[src/mips_pkg.sv]
package mips_pkg;

	localparam int WORD_W      = 32;  // Data and instruction width
	localparam int PC_W        = 7;   // Instruction memory word address
	localparam int REG_ADDR_W  = 5;   // Register number
	localparam int DMEM_ADDR_W = 5;   // Data memory word address
	localparam int ALU_FN_W    = 4;
	localparam int FWD_W       = 2;
	localparam int NUM_REGS    = 32;
	localparam int IMEM_DEPTH  = 128;
	localparam int DMEM_DEPTH  = 32;

	typedef logic [WORD_W-1:0]      word_t;
	typedef logic [PC_W-1:0]        pc_t;
	typedef logic [REG_ADDR_W-1:0]  reg_addr_t;
	typedef logic [DMEM_ADDR_W-1:0] dmem_addr_t;
	typedef logic [ALU_FN_W-1:0]    alu_fn_t;
	typedef logic [FWD_W-1:0]       fwd_sel_t;
	typedef word_t [NUM_REGS-1:0]   regs_t;  // Register file image, 1024 bits

	// Primary opcodes, instr[31:26]
	localparam logic [5:0] OP_RTYPE = 6'h00;
	localparam logic [5:0] OP_BEQ   = 6'h04;
	localparam logic [5:0] OP_BNE   = 6'h05;
	localparam logic [5:0] OP_ADDI  = 6'h08;
	localparam logic [5:0] OP_ANDI  = 6'h0c;
	localparam logic [5:0] OP_ORI   = 6'h0d;
	localparam logic [5:0] OP_LW    = 6'h23;
	localparam logic [5:0] OP_SW    = 6'h2b;

	// R-type funct field, instr[5:0]
	localparam logic [5:0] FN_ADD = 6'h20;
	localparam logic [5:0] FN_SUB = 6'h22;
	localparam logic [5:0] FN_AND = 6'h24;
	localparam logic [5:0] FN_OR  = 6'h25;
	localparam logic [5:0] FN_SLT = 6'h2a;

	// ALU function codes
	localparam alu_fn_t ALU_AND = 4'b0000;
	localparam alu_fn_t ALU_OR  = 4'b0001;
	localparam alu_fn_t ALU_ADD = 4'b0010;
	localparam alu_fn_t ALU_SUB = 4'b0110;
	localparam alu_fn_t ALU_SLT = 4'b0111;

	// Forwarding sources seen by decode
	localparam fwd_sel_t FWD_REG = 2'd0;
	localparam fwd_sel_t FWD_EX  = 2'd1;
	localparam fwd_sel_t FWD_MEM = 2'd2;
	localparam fwd_sel_t FWD_WB  = 2'd3;

	localparam word_t NOP_WORD = '0;

	typedef struct packed {
		alu_fn_t alu_fn;
		logic    reg_dst;     // 1 selects rd as destination
		logic    alu_src;     // 1 selects immediate as operand B
		logic    mem_write;
		logic    reg_write;
		logic    mem_to_reg;  // Set only for loads
	} ctrl_t;

	typedef struct packed {
		pc_t   next_pc;  // Address after this instruction
		word_t instr;
	} if_id_t;

	typedef struct packed {
		ctrl_t     ctrl;
		word_t     data1;  // Forwarded rs value
		word_t     data2;  // Forwarded rt value
		word_t     imm;
		reg_addr_t rt;
		reg_addr_t rd;
	} id_ex_t;

	typedef struct packed {
		logic      mem_to_reg;
		logic      reg_write;
		logic      mem_write;
		word_t     alu_result;
		word_t     store_data;
		reg_addr_t dst;
	} ex_mem_t;

	typedef struct packed {
		logic      reg_write;
		logic      mem_to_reg;
		word_t     alu_result;
		word_t     load_data;
		reg_addr_t dst;
	} mem_wb_t;

endpackage

[src/hazard_unit.sv]
`timescale 1ns/100ps

module hazard_unit import mips_pkg::*; (
	input  if_id_t    if_id,
	input  id_ex_t    id_ex,
	input  reg_addr_t ex_dst,   // Destination chosen in EX
	input  ex_mem_t   ex_mem,
	input  mem_wb_t   mem_wb,
	output fwd_sel_t  fwd_a,
	output fwd_sel_t  fwd_b,
	output logic      stall
);

	reg_addr_t rs;
	reg_addr_t rt;
	logic      ex_valid;
	logic      mem_valid;
	logic      wb_valid;
	logic      load_in_ex;

	assign rs = if_id.instr[25:21];
	assign rt = if_id.instr[20:16];

	// A source counts only with its write on and a nonzero target
	assign ex_valid  = id_ex.ctrl.reg_write && (ex_dst != '0);
	assign mem_valid = ex_mem.reg_write && (ex_mem.dst != '0);
	assign wb_valid  = mem_wb.reg_write && (mem_wb.dst != '0);

	// Youngest producer wins
	function automatic fwd_sel_t pick_src(input reg_addr_t src);
		fwd_sel_t sel;
		sel = FWD_REG;
		if (src != '0) begin
			if (ex_valid && ex_dst == src)
				sel = FWD_EX;
			else if (mem_valid && ex_mem.dst == src)
				sel = FWD_MEM;
			else if (wb_valid && mem_wb.dst == src)
				sel = FWD_WB;
		end
		return sel;
	endfunction

	assign fwd_a = pick_src(rs);
	assign fwd_b = pick_src(rt);

	// Load data is not ready until MEM, so the consumer waits a cycle
	assign load_in_ex = id_ex.ctrl.mem_to_reg && (id_ex.rt != '0);
	assign stall      = load_in_ex && (id_ex.rt == rs || id_ex.rt == rt);

endmodule

[config.mk]
export PLATFORM = sky130hd
export DESIGN_NAME = hazard_unit
export DESIGN_NICKNAME = d
export VERILOG_FILES = /design/src/mips_pkg.sv /design/src/hazard_unit.sv
export SDC_FILE = /design/constraint.sdc
export NUM_CORES = 1
export LEC_CHECK = 0
export CORE_AREA = 2 2 118 120
export DETAILED_ROUTE_END_ITERATION = 10
export DIE_AREA = 0 0 120 122
export DONT_BUFFER_PORTS = 1
export PLACE_DENSITY = 0.3
export REMOVE_ABC_BUFFERS = 1
export SETUP_SLACK_MARGIN = 0.02
export SLEW_MARGIN = 15
export SYNTH_ARGS = -nofsm -noshare
export SYNTH_HDL_FRONTEND = slang
export SYNTH_SLANG_ARGS = --single-unit
[constraint.sdc]
create_clock -name vclk -period 1.81
set_clock_uncertainty 0.15 [all_clocks]
set_input_delay 0.181 -clock vclk [all_inputs]
set_output_delay 0.181 -clock vclk [all_outputs]
set_load 0.01 [all_outputs]
; Word-level counts from Yosys, hierarchy flattened
; Index checks and enable logic that the tools add are counted.
[classes]
addsub = 0
div_mod_pow = 0
order_cmp = 0
shifts = 0
n_reduce_logical = 18
n_mux = 8
multipliers = 0
n_bitwise = 0
eq_ne = 8
[op_table]
columns = operator, count
row1 = == test 5 bit, 8
row2 = nonzero test 5 bit, 6
row3 = two-way mux 2 bit, 8
row4 = logical AND 1 bit, 11
row5 = logical OR 1 bit, 1
[word_totals]
output_inout_bits = 5
latchBits = 0
mem_count = 0
mem_bits_rw = 0
elab_cells = 34
in_bits = 302
ff_bits = 0
rom_bits = 0

; Logic depth before layout (Yosys ltp)
[depth]
word_depth = 7
depth_mapped = 5

; Worst setup path after synthesis
; OpenSTA, ideal clock, no wires.
[synth_path]
path_type = input to output
startpoint = input port if_id[20] in the netlist's numbering
endpoint = output port fwd_b[1]
cell_stages = 4
slack_ns = 0.181
t_arrival_ns = 1.298
path_buffers = 1
t_required_ns = 1.479
cell_sequence = buf_2 -> xor2_1 -> or4_4 -> a221oi_2
[synth_via]
elab_chain_len = 6
elab_cells_between_ends = 11
[synth_lines]
columns = element, line_no
row1 = start: declaration, hazard_unit.sv:4  ; input if_id_t if_id,
row2 = == test 5 bit, hazard_unit.sv:38  ; else if (wb_valid && mem_wb.dst == src)
row3 = logical AND 1 bit, hazard_unit.sv:38
row4 = two-way mux 2 bit, hazard_unit.sv:38
row5 = two-way mux 2 bit, hazard_unit.sv:36  ; else if (mem_valid && ex_mem.dst == src)
row6 = two-way mux 2 bit, hazard_unit.sv:34  ; if (ex_valid && ex_dst == src)
row7 = two-way mux 2 bit (*), hazard_unit.sv:33  ; if (src != '0) begin
row8 = end: declaration, hazard_unit.sv:10  ; output fwd_sel_t fwd_b,
; Every way passes the cells marked *; elsewhere a longest branch is shown, timed or not.

; Final worst setup path
[layout_path]
startpoint = input port ex_mem[2] in the netlist's numbering
endpoint = output port fwd_b[1]
[layout_via]
elab_chain_len = 6
elab_cells_between_ends = 7
[layout_lines]
columns = element, line_no
row1 = start: declaration, hazard_unit.sv:7  ; input ex_mem_t ex_mem,
row2 = nonzero test 5 bit, hazard_unit.sv:26  ; assign mem_valid = ex_mem.reg_write && (ex_mem.dst != '0);
row3 = logical AND 1 bit, hazard_unit.sv:26
row4 = logical AND 1 bit (*), hazard_unit.sv:36
row5 = two-way mux 2 bit (*), hazard_unit.sv:36
row6 = two-way mux 2 bit (*), hazard_unit.sv:34
row7 = two-way mux 2 bit (*), hazard_unit.sv:33
; Marked as above.

==> results.toml <==
[power_and_ir_drop]
switching_share = 0.365
p_seq_frac = 0
clkPwrFrac = 0
internal_power_mw = 0.0655
cellPowerDensity_mw_per_mm2 = 127
leakage_nw = 0.175
power_frac_comb = 1.000
vdd_drop_max_mv = 0.0130
switchingPower_mw = 0.0376

[finish]
nFillCells = 1553
drive_gt1_frac = 0.0649
seq_cells = 0
seq_area_sq_um = 0
layoutNonFillerInstCount = 257
areaGrowthSynthToFinish_pct = 21.0
antenna_cells = 0
layout.nets = 381
clockBufferCount = 0

[route]
ant_nets = 0
via_count = 570
vias_per_cell = 2.22
wl_per_cell_um = 12.1
dr.first_iter.drc_count = 6
drc = 0
dr.pass1.iters = 2
drt_wl_total_mm = 3.11

[critical_path]
path_delay_family = "simple AND/OR/NAND/NOR gates"
crit_arrival_ns = 1.30
cp.required_ns = 1.48
worstPathCellList = "or4_1, nor2_1, or4_4, a221oi_2"
slowest_delay_ns = 0.55
endpoint_kind = "output port"
timing.critical_path.buf_inv = 0
path_class = "in -> out"
slowest_stage = "or4_4"
cp_max_fo = 3
cp-start-kind = "input pin"

[floorplanning]
io_pins = 307
dieWidth_um = 120
dieHeight_um = 122
initial_core_util = 0.0498
core_sq_mm = 0.0135
floorplan.die_area_sq_mm = 0.0146
row_count = 43

[sta]
fin_crit_ns = 1.64
fmaxAchievable_mhz = 611
slew_violations = 0
setup_violations = 0
slew_headroom = 0.677
tns_ns = 0
finalCritPeriodShare = 0.904
rsz0062_at_grt = "false"
final_hold_viol_count = 0
tightest_slew_ns = 0.480

[run]
maxCapViolations = 0

[synth]
synth_top_family_by_area = "XOR/XNOR gates"
synth.area.top_cells = "xnor2_1 (34%), xor2_1 (18%), buf_6 (8.4%)"
synthMuxAreaShare = 0
synth_warnings = 0
netlist.area_leader.share = 0.339
syn_inst = 87
avgSynthCellArea_sq_um = 7.72
synth-simple-area-share = 0.270
synth-compound-area-share = 0.0838
ys_seq_area_frac = 0
yosysUniqueCellTypes = 19
synth_xor_xnor_area_share = 0.521
synth_fa_ha_area_frac = 0
yosys.area.top_type = "xnor2_1"
syn-cell-area_sq_um = 672

[global_route]
gr-total-overflow = 0
grt_pass1_wl_mm = 4.37
first_global_vias = 620
grt_usage = 0.0418
antenna_found_initial = 0
grt_max_degree = 6

[placement]
dpl.hpwl_mm = 2.85
portBuffers = 0
gp_congestion = 0.689
place_inst = 257

[worst_hold_path]
hold_depth = 2
hp-start = "id_ex[106]"
hold_end = "stall"
holdCritPathClass = "in -> out"

[clock_network]
postCtsHoldBufs = 0
postCtsSetupBuffers = 0
cts-resized-gates = 0

[run_status]
status = "finished clean"
layout make-up:
cell class | instances | area (sq um) | share of cell area
multi-input combinational | 77 | 588 | 0.723
tap | 180 | 225 | 0.277
routing by layer:
layer  vias up  track usage  share of wire
met5         -            0              0
met4         0      0.00588          0.018
met3         2       0.0318           0.17
met2        20       0.0806           0.53
met1       269       0.0342           0.28
li1        279            -              -
power by group through the flow:
stage | sequential, mW | clock [mW] | combinational (mW)
2_1_floorplan | 0 | 0 | 0.0939
3_3_place_gp | 0 | 0 | 0.103
3_5_place_dp | 0 | 0 | 0.105
4_1_cts | 0 | 0 | 0.105
5_1_grt | 0 | 0 | 0.117
6_report | 0 | 0 | 0.103
cells by family after synthesis:
group,count (synthesis)
buffers and inverters,10
and+or+nand+nor,31
xor gates and xnor gates,40
AOI/OAI and AO/OA,6
layout by cell type, fill, tap and decap left out, drive strengths merged, types with 2 or more instances in the layout:
master / count
or4: 6
nor4: 2
xor2: 14
a221oi: 2
nand2: 2
or3: 2
nand4: 6
a21o: 2
nor3: 6
xnor2: 26
nor2: 5
nand3: 2
through the flow:
step	hold WS [ns]	area (sq um)	total power [mW]	utilization	setup WS, ns
finish	0.337	813	0.103	0.0602	0.175
global route	0.356	813	0.117	0.0602	0.0960
CTS	0.342	813	0.105	0.0602	0.163
detailed placement	0.344	813	0.105	0.0602	0.163
global placement	0.335	813	0.103	0.0602	0.173
floorplan	0.325	588	0.0939	-	0.321
cells in the mapped netlist:
library cell and n:
a21o_1 1, nand3_1 2, a21o_2 1, nand2_1 2
a221oi_2 2, xor2_1 14, a21oi_1 1, buf_4 1
nor4_1 2, nand4_1 6, or4_1 4, or3_1 2
or4_4 2, o21ai_0 1, buf_2 4, nor3_1 6
nor2_1 5, xnor2_1 26, buf_6 5
how the worst max path moves through the flow:
stage	from	slack [ns]	endpoint	cells past startpoint
finish	ex_mem[2]	0.17	fwd_b[1]	4
global placement	ex_mem[0]	0.17	fwd_b[1]	4
detailed placement	if_id[24]	0.16	fwd_a[1]	4
CTS	if_id[24]	0.16	fwd_a[1]	4
floorplan	ex_mem[2]	0.32	fwd_b[1]	4
global route	ex_mem[0]	0.1	fwd_b[1]	4
Power figures use the tool's default switching activity.
