===== src/mips_pkg.sv =====
package mips_pkg;

	localparam int WORD_W      = 32;  // Data and instruction width
	localparam int PC_W        = 7;   // Instruction memory word address
	localparam int REG_ADDR_W  = 5;   // Register number
	localparam int DMEM_ADDR_W = 5;   // Data memory word address
	localparam int ALU_FN_W    = 4;
	localparam int FWD_W       = 2;
	localparam int NUM_REGS    = 32;
	localparam int IMEM_DEPTH  = 128;
	localparam int DMEM_DEPTH  = 32;

	typedef logic [WORD_W-1:0]      word_t;
	typedef logic [PC_W-1:0]        pc_t;
	typedef logic [REG_ADDR_W-1:0]  reg_addr_t;
	typedef logic [DMEM_ADDR_W-1:0] dmem_addr_t;
	typedef logic [ALU_FN_W-1:0]    alu_fn_t;
	typedef logic [FWD_W-1:0]       fwd_sel_t;
	typedef word_t [NUM_REGS-1:0]   regs_t;  // Register file image, 1024 bits

	// Primary opcodes, instr[31:26]
	localparam logic [5:0] OP_RTYPE = 6'h00;
	localparam logic [5:0] OP_BEQ   = 6'h04;
	localparam logic [5:0] OP_BNE   = 6'h05;
	localparam logic [5:0] OP_ADDI  = 6'h08;
	localparam logic [5:0] OP_ANDI  = 6'h0c;
	localparam logic [5:0] OP_ORI   = 6'h0d;
	localparam logic [5:0] OP_LW    = 6'h23;
	localparam logic [5:0] OP_SW    = 6'h2b;

	// R-type funct field, instr[5:0]
	localparam logic [5:0] FN_ADD = 6'h20;
	localparam logic [5:0] FN_SUB = 6'h22;
	localparam logic [5:0] FN_AND = 6'h24;
	localparam logic [5:0] FN_OR  = 6'h25;
	localparam logic [5:0] FN_SLT = 6'h2a;

	// ALU function codes
	localparam alu_fn_t ALU_AND = 4'b0000;
	localparam alu_fn_t ALU_OR  = 4'b0001;
	localparam alu_fn_t ALU_ADD = 4'b0010;
	localparam alu_fn_t ALU_SUB = 4'b0110;
	localparam alu_fn_t ALU_SLT = 4'b0111;

	// Forwarding sources seen by decode
	localparam fwd_sel_t FWD_REG = 2'd0;
	localparam fwd_sel_t FWD_EX  = 2'd1;
	localparam fwd_sel_t FWD_MEM = 2'd2;
	localparam fwd_sel_t FWD_WB  = 2'd3;

	localparam word_t NOP_WORD = '0;

	typedef struct packed {
		alu_fn_t alu_fn;
		logic    reg_dst;     // 1 selects rd as destination
		logic    alu_src;     // 1 selects immediate as operand B
		logic    mem_write;
		logic    reg_write;
		logic    mem_to_reg;  // Set only for loads
	} ctrl_t;

	typedef struct packed {
		pc_t   next_pc;  // Address after this instruction
		word_t instr;
	} if_id_t;

	typedef struct packed {
		ctrl_t     ctrl;
		word_t     data1;  // Forwarded rs value
		word_t     data2;  // Forwarded rt value
		word_t     imm;
		reg_addr_t rt;
		reg_addr_t rd;
	} id_ex_t;

	typedef struct packed {
		logic      mem_to_reg;
		logic      reg_write;
		logic      mem_write;
		word_t     alu_result;
		word_t     store_data;
		reg_addr_t dst;
	} ex_mem_t;

	typedef struct packed {
		logic      reg_write;
		logic      mem_to_reg;
		word_t     alu_result;
		word_t     load_data;
		reg_addr_t dst;
	} mem_wb_t;

endpackage


===== src/decode_stage.sv =====
`timescale 1ns/100ps

module decode_stage import mips_pkg::*; (
	input  logic     clk,
	input  logic     reset,
	input  logic     enable,
	input  logic     stall,
	input  if_id_t   if_id,
	input  fwd_sel_t fwd_a,
	input  fwd_sel_t fwd_b,
	input  word_t    ex_result,   // ALU output of the EX instruction
	input  word_t    mem_result,  // Result of the MEM instruction
	input  mem_wb_t  mem_wb,
	output id_ex_t   id_ex,
	output logic     branch_taken,
	output pc_t      branch_pc,
	output regs_t    registers
);

	regs_t     regs;
	word_t     wb_data;
	logic [5:0] opcode;
	logic [5:0] funct;
	reg_addr_t rs;
	reg_addr_t rt;
	reg_addr_t rd;
	word_t     imm;
	ctrl_t     ctrl;
	word_t     op_a;
	word_t     op_b;
	logic      is_beq;
	logic      is_bne;

	assign opcode = if_id.instr[31:26];
	assign rs     = if_id.instr[25:21];
	assign rt     = if_id.instr[20:16];
	assign rd     = if_id.instr[15:11];
	assign funct  = if_id.instr[5:0];
	assign imm    = {{16{if_id.instr[15]}}, if_id.instr[15:0]};  // Sign extension

	assign wb_data   = mem_wb.mem_to_reg ? mem_wb.load_data : mem_wb.alu_result;
	assign registers = regs;

	// Register file, r0 never written
	always_ff @(posedge clk) begin
		if (reset)
			regs <= '0;
		else if (enable && mem_wb.reg_write && mem_wb.dst != '0)
			regs[mem_wb.dst] <= wb_data;
	end

	always_comb begin
		ctrl = '0;  // Unknown opcodes become no-ops
		case (opcode)
			OP_RTYPE: begin
				ctrl.reg_dst   = 1'b1;
				ctrl.reg_write = 1'b1;
				case (funct)
					FN_ADD:  ctrl.alu_fn = ALU_ADD;
					FN_SUB:  ctrl.alu_fn = ALU_SUB;
					FN_AND:  ctrl.alu_fn = ALU_AND;
					FN_OR:   ctrl.alu_fn = ALU_OR;
					FN_SLT:  ctrl.alu_fn = ALU_SLT;
					default: ctrl = '0;  // Also covers the all-zero NOP
				endcase
			end
			OP_ADDI: begin
				ctrl.alu_fn    = ALU_ADD;
				ctrl.alu_src   = 1'b1;
				ctrl.reg_write = 1'b1;
			end
			OP_ANDI: begin
				ctrl.alu_fn    = ALU_AND;
				ctrl.alu_src   = 1'b1;
				ctrl.reg_write = 1'b1;
			end
			OP_ORI: begin
				ctrl.alu_fn    = ALU_OR;
				ctrl.alu_src   = 1'b1;
				ctrl.reg_write = 1'b1;
			end
			OP_LW: begin
				ctrl.alu_fn     = ALU_ADD;  // Base plus offset
				ctrl.alu_src    = 1'b1;
				ctrl.reg_write  = 1'b1;
				ctrl.mem_to_reg = 1'b1;
			end
			OP_SW: begin
				ctrl.alu_fn    = ALU_ADD;
				ctrl.alu_src   = 1'b1;
				ctrl.mem_write = 1'b1;
			end
			default: ctrl = '0;  // Branches write nothing either
		endcase
	end

	// Operand muxes fed by the hazard unit
	always_comb begin
		case (fwd_a)
			FWD_EX:  op_a = ex_result;
			FWD_MEM: op_a = mem_result;
			FWD_WB:  op_a = wb_data;
			default: op_a = regs[rs];
		endcase
		case (fwd_b)
			FWD_EX:  op_b = ex_result;
			FWD_MEM: op_b = mem_result;
			FWD_WB:  op_b = wb_data;
			default: op_b = regs[rt];
		endcase
	end

	// Branch resolved here, one bubble when taken
	assign is_beq       = (opcode == OP_BEQ);
	assign is_bne       = (opcode == OP_BNE);
	assign branch_taken = !stall &&
		((is_beq && op_a == op_b) || (is_bne && op_a != op_b));  // Stale operands on stall
	assign branch_pc    = if_id.next_pc + imm[PC_W-1:0];  // Offset relative to pc+1

	always_ff @(posedge clk) begin
		if (reset) begin
			id_ex <= '0;
		end else if (enable) begin
			if (stall) begin
				id_ex <= '0;  // Bubble
			end else begin
				id_ex.ctrl  <= ctrl;
				id_ex.data1 <= op_a;
				id_ex.data2 <= op_b;
				id_ex.imm   <= imm;
				id_ex.rt    <= rt;
				id_ex.rd    <= rd;
			end
		end
	end

endmodule


===== config.mk =====
export PLATFORM = sky130hd
export DESIGN_NAME = decode_stage
export DESIGN_NICKNAME = d
export VERILOG_FILES = /design/src/mips_pkg.sv /design/src/decode_stage.sv
export SDC_FILE = /design/constraint.sdc
export NUM_CORES = 2
export LEC_CHECK = 0
export BUFFER_PORTS_ARGS = -buffer_cell sky130_fd_sc_hd__buf_4
export CORE_AREA = 4 4 523 525
export CTS_CLUSTER_DIAMETER = 40
export CTS_CLUSTER_SIZE = 24
export DETAILED_ROUTE_END_ITERATION = 8
export DIE_AREA = 0 0 527 529
export MAX_ROUTING_LAYER = met4
export REMOVE_ABC_BUFFERS = 1
export SYNTH_ARGS = -nofsm -noshare
export SYNTH_HDL_FRONTEND = slang
export SYNTH_SLANG_ARGS = --single-unit

===== constraint.sdc =====
create_clock -name clk -period 6.6 [get_ports clk]
set_input_delay 1.98 -clock clk [delete_from_list [all_inputs] [get_ports clk]]
set_output_delay 1.98 -clock clk [all_outputs]
set_load 0.02 [all_outputs]

Word level (Yosys, flattened, before mapping). Index checks and enable logic that the tools add are counted.

Add/subtract/negate cells: 1. Multiply operators: 0. Div/mod/pow operators: 0. $lt $le $gt $ge: 4. Eq/ne operators: 20. Shift-type cells: 0. Mux-type cells: 19. Bitwise gates (word level): 0. Reduce and logical (&&, ||, !) cells: 14.

Operator list (number): 1024-bit bitwise mux (1); 32-bit binary-select mux with 5-bit select (2); 32-bit case mux with 3 select lines (2); 32-bit demux with 5-bit select (1); 32-bit 2-to-1 mux (4); 115-bit 2-to-1 mux (1); 6-bit == test, second input constant (7); 32-bit == test (1); 32-bit inequality test (1); 6-bit by 4-bit == test with 1-bit output, second input constant (3); 5-bit by 6-bit less-than comparator with 1-bit output, second input constant (3); 6-bit by 3-bit == test with 1-bit output, second input constant (2); 3-bit case mux with 4 select lines (1); 4-bit case mux with 3 select lines (1); 5-bit OR reduction (2); 2-bit == test, second input constant (4); 1-bit case mux with 2 select lines (4); 7-bit adder (1); 1-bit logical AND (6); 6-bit zero test (1); 5-bit by 1-bit greater-or-equal comparator with 1-bit output, second input constant (1); 5-bit 2-to-1 mux (1); 5-bit nonzero test (1); 2-bit by 1-bit == test with 1-bit output, second input constant (2); other kinds (5) (5).

Flip-flop bits (word level): 1139. Bits in latches: 0. Bits in writable memories: 0. Bits in read-only memories: 0. Input bits: 182. Output and inout port bits: 1147. Word-level logic and storage cells: 101. Memories kept: 0.

Depth between registers and ports, before layout.
Depth after elaboration: 7. Mapped depth: 14. Depth with buffers taken out: 9.

Least setup slack after synthesis. No wires, ideal clock.

Path type: input -> output. Start: input port if_id[21] (netlist name). End: output port branch_taken. Data arrival time: 4.681 ns. Data required time: 4.620 ns. Setup slack: -0.061 ns. Stages on the path: 12. Buffers on the path: 4. Cells stage by stage: buf_2 > buf_6 > buf_4 > buf_4 > mux4_2 > nor2_1 > nor4_1 > or3_1 > a22o_1 > nor4_1 > nand4_1 > mux2i_1.

Cells in the longest elaborated chain, start to end: 7. Elaborated cells between the ends (all ways): 9. Those cells by class: eq/ne: 2; mux: 3; reduce/logical: 4.

Ends and longest elaborated chain: start: declaration (RTL line decode_stage.sv:8) `input if_id_t if_id,`; 32-bit binary-select mux with 5-bit select (*) (RTL line decode_stage.sv:103) `default: op_a = regs[rs];`; 32-bit 2-to-1 mux (not written as such) (*) (RTL line decode_stage.sv:103); 32-bit case mux with 3 select lines (*) (RTL line decode_stage.sv:99) `case (fwd_a)`; 32-bit == test / 32-bit inequality test (equally long branches) (RTL line decode_stage.sv:117) `((is_beq && op_a == op_b) || (is_bne && op_a != op_b));`; 1-bit logical AND (RTL line decode_stage.sv:117); 1-bit logical OR (*) (RTL line decode_stage.sv:117); 1-bit logical AND (*) (RTL line decode_stage.sv:116) `assign branch_taken = !stall &&`; end: declaration (RTL line decode_stage.sv:15) `output logic branch_taken,`.

Every way passes the cells marked *; elsewhere a longest branch is shown, timed or not. The select of a mux whose other input is x is not followed.

Final worst setup path.
Start: input port if_id[17] (netlist name). End: output port branch_taken.

Cells in the longest elaborated chain, start to end: 7. Elaborated cells between the ends (all ways): 9. Those cells by class: eq/ne: 2; mux: 3; reduce/logical: 4.

Ends and longest elaborated chain: 32-bit binary-select mux with 5-bit select (*) (RTL line decode_stage.sv:109) `default: op_b = regs[rt];`; 32-bit 2-to-1 mux (not written as such) (*) (RTL line decode_stage.sv:109); 32-bit case mux with 3 select lines (*) (RTL line decode_stage.sv:105) `case (fwd_b)`; 32-bit == test / 32-bit inequality test (equally long branches) (RTL line decode_stage.sv:117); 1-bit logical AND (RTL line decode_stage.sv:117); 1-bit logical OR (*) (RTL line decode_stage.sv:117); 1-bit logical AND (*) (RTL line decode_stage.sv:116).

Marked as above.

==> metrics.txt <==
Hold WS=roughly 470 ps; Setup crit end kind=primary output; Crit Path Category=primary input to primary output; CP Cell Sequence=buf_8 -> buf_12 -> buf_4 -> buf_12 -> mux2i_1 -> a22oi_1 -> nand4_1 -> o31ai_2 -> or3_4 -> buf_4 -> a211o_4 -> nor4_4 -> nand4_1 -> buf_6 -> mux2i_4 -> buf_6; final HPWL from detailed placement=327,700 um; Hold-fix buffers, CTS=0; Max Clock Skew=between 70 and 80 ps; root buffer cell=clkbuf_16; part of the cycle the worst path needs=1.200; pwr/cell area=257.4 nW/um^2; Min-Delay Path Depth=2; FP Rows=between 150 and 200; critical path data required time=4620 ps; initial antenna violation count=37; Slowest-stage cell, CP=or3_4; HP Start=id_ex[78]; shortest period the worst path allows=between 7000 and 8000 ps; Sw Pwr=between 6 and 7 mW; Pre-Repair DR Iteration Count=7; Avg Cell Area, Syn=approximately 9.6 um^2; vias in the first global route=between 50,000 and 60,000; CTS tree=yes; Port Buffers=roughly 1,300; Die Y=529 um; DR WL met2=between 150,000 and 200,000 um; die footprint=approximately 280,000 um^2; CP delay by family, top=buffers and inverters; top cells by area, synth=dfxtp_1 (40%), a211oi_1 (14%), mux4_2 (13%), nor2_1 (8.0%), mux2i_1 (7.5%); residual DRC count=0; P_leak=around 32 nW; RSZ-0062 raised after global routing=true; via count=about 61,000; worst path bufs/invs=7; grt ovf=0; sequential share of power=0.322; layout cells sized above 1=0.3817; Warnings, synthesis=0; commonest non-fill, non-tap cell in the layout=buf_4; Int Pwr=15.47 mW; Clock transition at path regs=about 50 ps; Post-synth top flop=dfxtp_1; WL final=428,100 um; DR WL/cell=38.41 um; Final Hold Viols=0; post-synthesis mux area share=0.2046; M1 WL=around 160,000 um; Core Util, Final=0.3100; Clock power frac=0.562; outcome=complete, but fails checks; clock latency on the worst-skew pair=880 ps; crit-path max cell delay=about 460 ps; Core Region=269,300 um^2; biggest area consumer among synthesized cells=dfxtp_1; total CTS buffers=225; Logic pwr share=0.116; CTS H-tree depth=4; Distinct cells, synth=slightly above 60; post-route ant nets=0; Setup WS post-layout=-1318 ps; Total Neg Setup Slack=-1318 ps; largest family of logic cells by synthesized area=compound AO/OA/AOI/OAI gates; CP Data Arrival Time=~5900 ps; GP Congestion=between 0.9 and 1; Max Cap Violations=0; post-synthesis sequential area ratio=0.4001; Via-to-Cell Ratio=roughly 5.5; crit-path max FO=21; Clock Path Buffers=4; Startpoint Class=primary input; Slew @ Worst Pin=1087 ps; Compound-Gate Fraction of Synth Area=0.2148; hold endpoint=id_ex[78]; worst r2r path cells=9; met3 WL post-DR=between 40,000 and 50,000 um; DR iter-0 viols=7,488; GRT Total Usage=0.3003; most frequent cells in the layout=buf_4 (1,817), nor2_1 (1,157), dfxtp_1 (1,117), a211oi_1 (1,029), mux2i_1 (384); width of the die=roughly 530 um; failing checks=negative setup slack; simple-gate area share of the yosys netlist=0.1218; Final nets=7,561; clock sink count=between 1,000 and 1,500; I/O Pins=between 1,000 and 1,500; Initial Util=0.2075; DR top layer=met4; first-pass GRT wire length=around 550,000 um; Post-Synth XOR/XNOR Area=0.001097; Max Clk Rate=around 0.13 GHz; adder-cell share of the synthesized area=0.001701; Rel. slew slack=0.2757; Worst R2R Setup Slack=4140 ps; Slew Viols, Final=0; post-synthesis async set-or-reset flop share=0; Area Overhead vs Synth=49.40%; synthesized cell area=55,890 um^2; pin count of the biggest net entering global routing=between 150 and 200; EDFF count, synth=0; switching part of the total=0.2803; synthesized netlist cell count=5,847; r2r endpoint=id_ex[94]; Yosys top cell area share=0.4001; worst min path class=flop to flop; Worst R2R Start=registers[340]; Setup-failing EPs final=1; flops & latches, synth=approximately 1,100; IR drop worst, VDD=roughly 0.00027 V
## area by class of cell
| class | count | area (um^2) |
|---|---|---|
| Clock buffer | 254 | 5953 |
| Tap cell | 3570 | 4467 |
| Inverter | 9 | 38.79 |
| Fill cell | 27717 | 185800 |
| Sequential cell | 1117 | 22360 |
| Clock inverter | 152 | 1969 |
| Multi-Input combinational cell | 4028 | 31620 |
| Timing Repair Buffer | 1991 | 17040 |
| Antenna cell | 24 | 60.06 |
## routing by layer
metal	global-route usage	up-vias
met4	0.1786	0
met2	0.4675	4270
met1	0.3411	30422
met5	-	-
li1	-	25265
met3	0.08991	1022
## cell usage after synthesis (11+ instances only)
cell      number
a22oi_1      214
nor2_1      1190
o21ai_0       72
a22o_1        37
dfxtp_1     1117
a21oi_1      173
clkbuf_1     521
nand3_1       11
nand2_1      124
buf_2         84
buf_4         59
buf_6         21
a211oi_1    1049
o31ai_1       27
mux2i_1      418
mux4_2       320
o22ai_1       45
nor2b_1       92
or3_1         27
nand4_1       67
o22a_1        25
nor4_1        34
## kinds of logic (layout without fill, tap and decap cells)
logic type      count (synthesis)  count (layout)
compound gates               1677            1677
other cells                     1              25
mux                           742             742
buf+inv                       702            2406
simple gates                 1594            1594
flops                        1117            1117
xor+xnor                        7               7
fa+ha+maj                       7               7
## how the worst max path moves through the flow
| stage | startpoint | endpoint | cells after the start |
|---|---|---|---|
| after floorplan | if_id[20] | branch_taken | 9 |
| after global placement | if_id[22] | branch_taken | 17 |
| after detailed placement | if_id[18] | branch_taken | 15 |
| after CTS | if_id[21] | branch_taken | 17 |
| after global routing | if_id[21] | branch_taken | 15 |
| final | if_id[17] | branch_taken | 16 |
## through the flow
stage	worst slack [ps]	total power, mW	instances	area [um^2]
3_5_place_dp	-2280	9.418	10670	74340
2_1_floorplan	-1699	7.776	5154	52800
6_report	-1318	21.50	11145	83510
4_1_cts	-1271	21.56	11111	83220
5_1_grt	-1327	21.99	11141	83500
3_3_place_gp	-2384	9.404	10670	74340
## power groups by stage
| stage | registers (mW) | clock network [mW] | logic (mW) |
|---|---|---|---|
| after floorplan | 7.09 | 0 | 0.686 |
| after global placement | 7.05 | 0 | 2.36 |
| after detailed placement | 7.05 | 0 | 2.37 |
| after CTS | 6.91 | 12.2 | 2.45 |
| after global routing | 6.91 | 12.5 | 2.57 |
| final | 6.91 | 12.1 | 2.49 |
## timing repair
item                                    in CTS  in global routing
setup buffers                               33                  9
resized for setup                          104                 27
endpoints found under the setup margin       1                  1
pin swaps                                   20                  6
gates cloned                                 4                  1
## worst min-delay path: cells and delay by family, from the launching register on
kind | cells | cell delay, ps
flops | 1 | 310
compound gates | 1 | 50
simple gates | 1 | 60
## state kept, by name, indices dropped and copies added, names as in the netlist
name and count:
registers 1024, id_ex 93
Note: power is estimated with default switching activity, not from simulation.
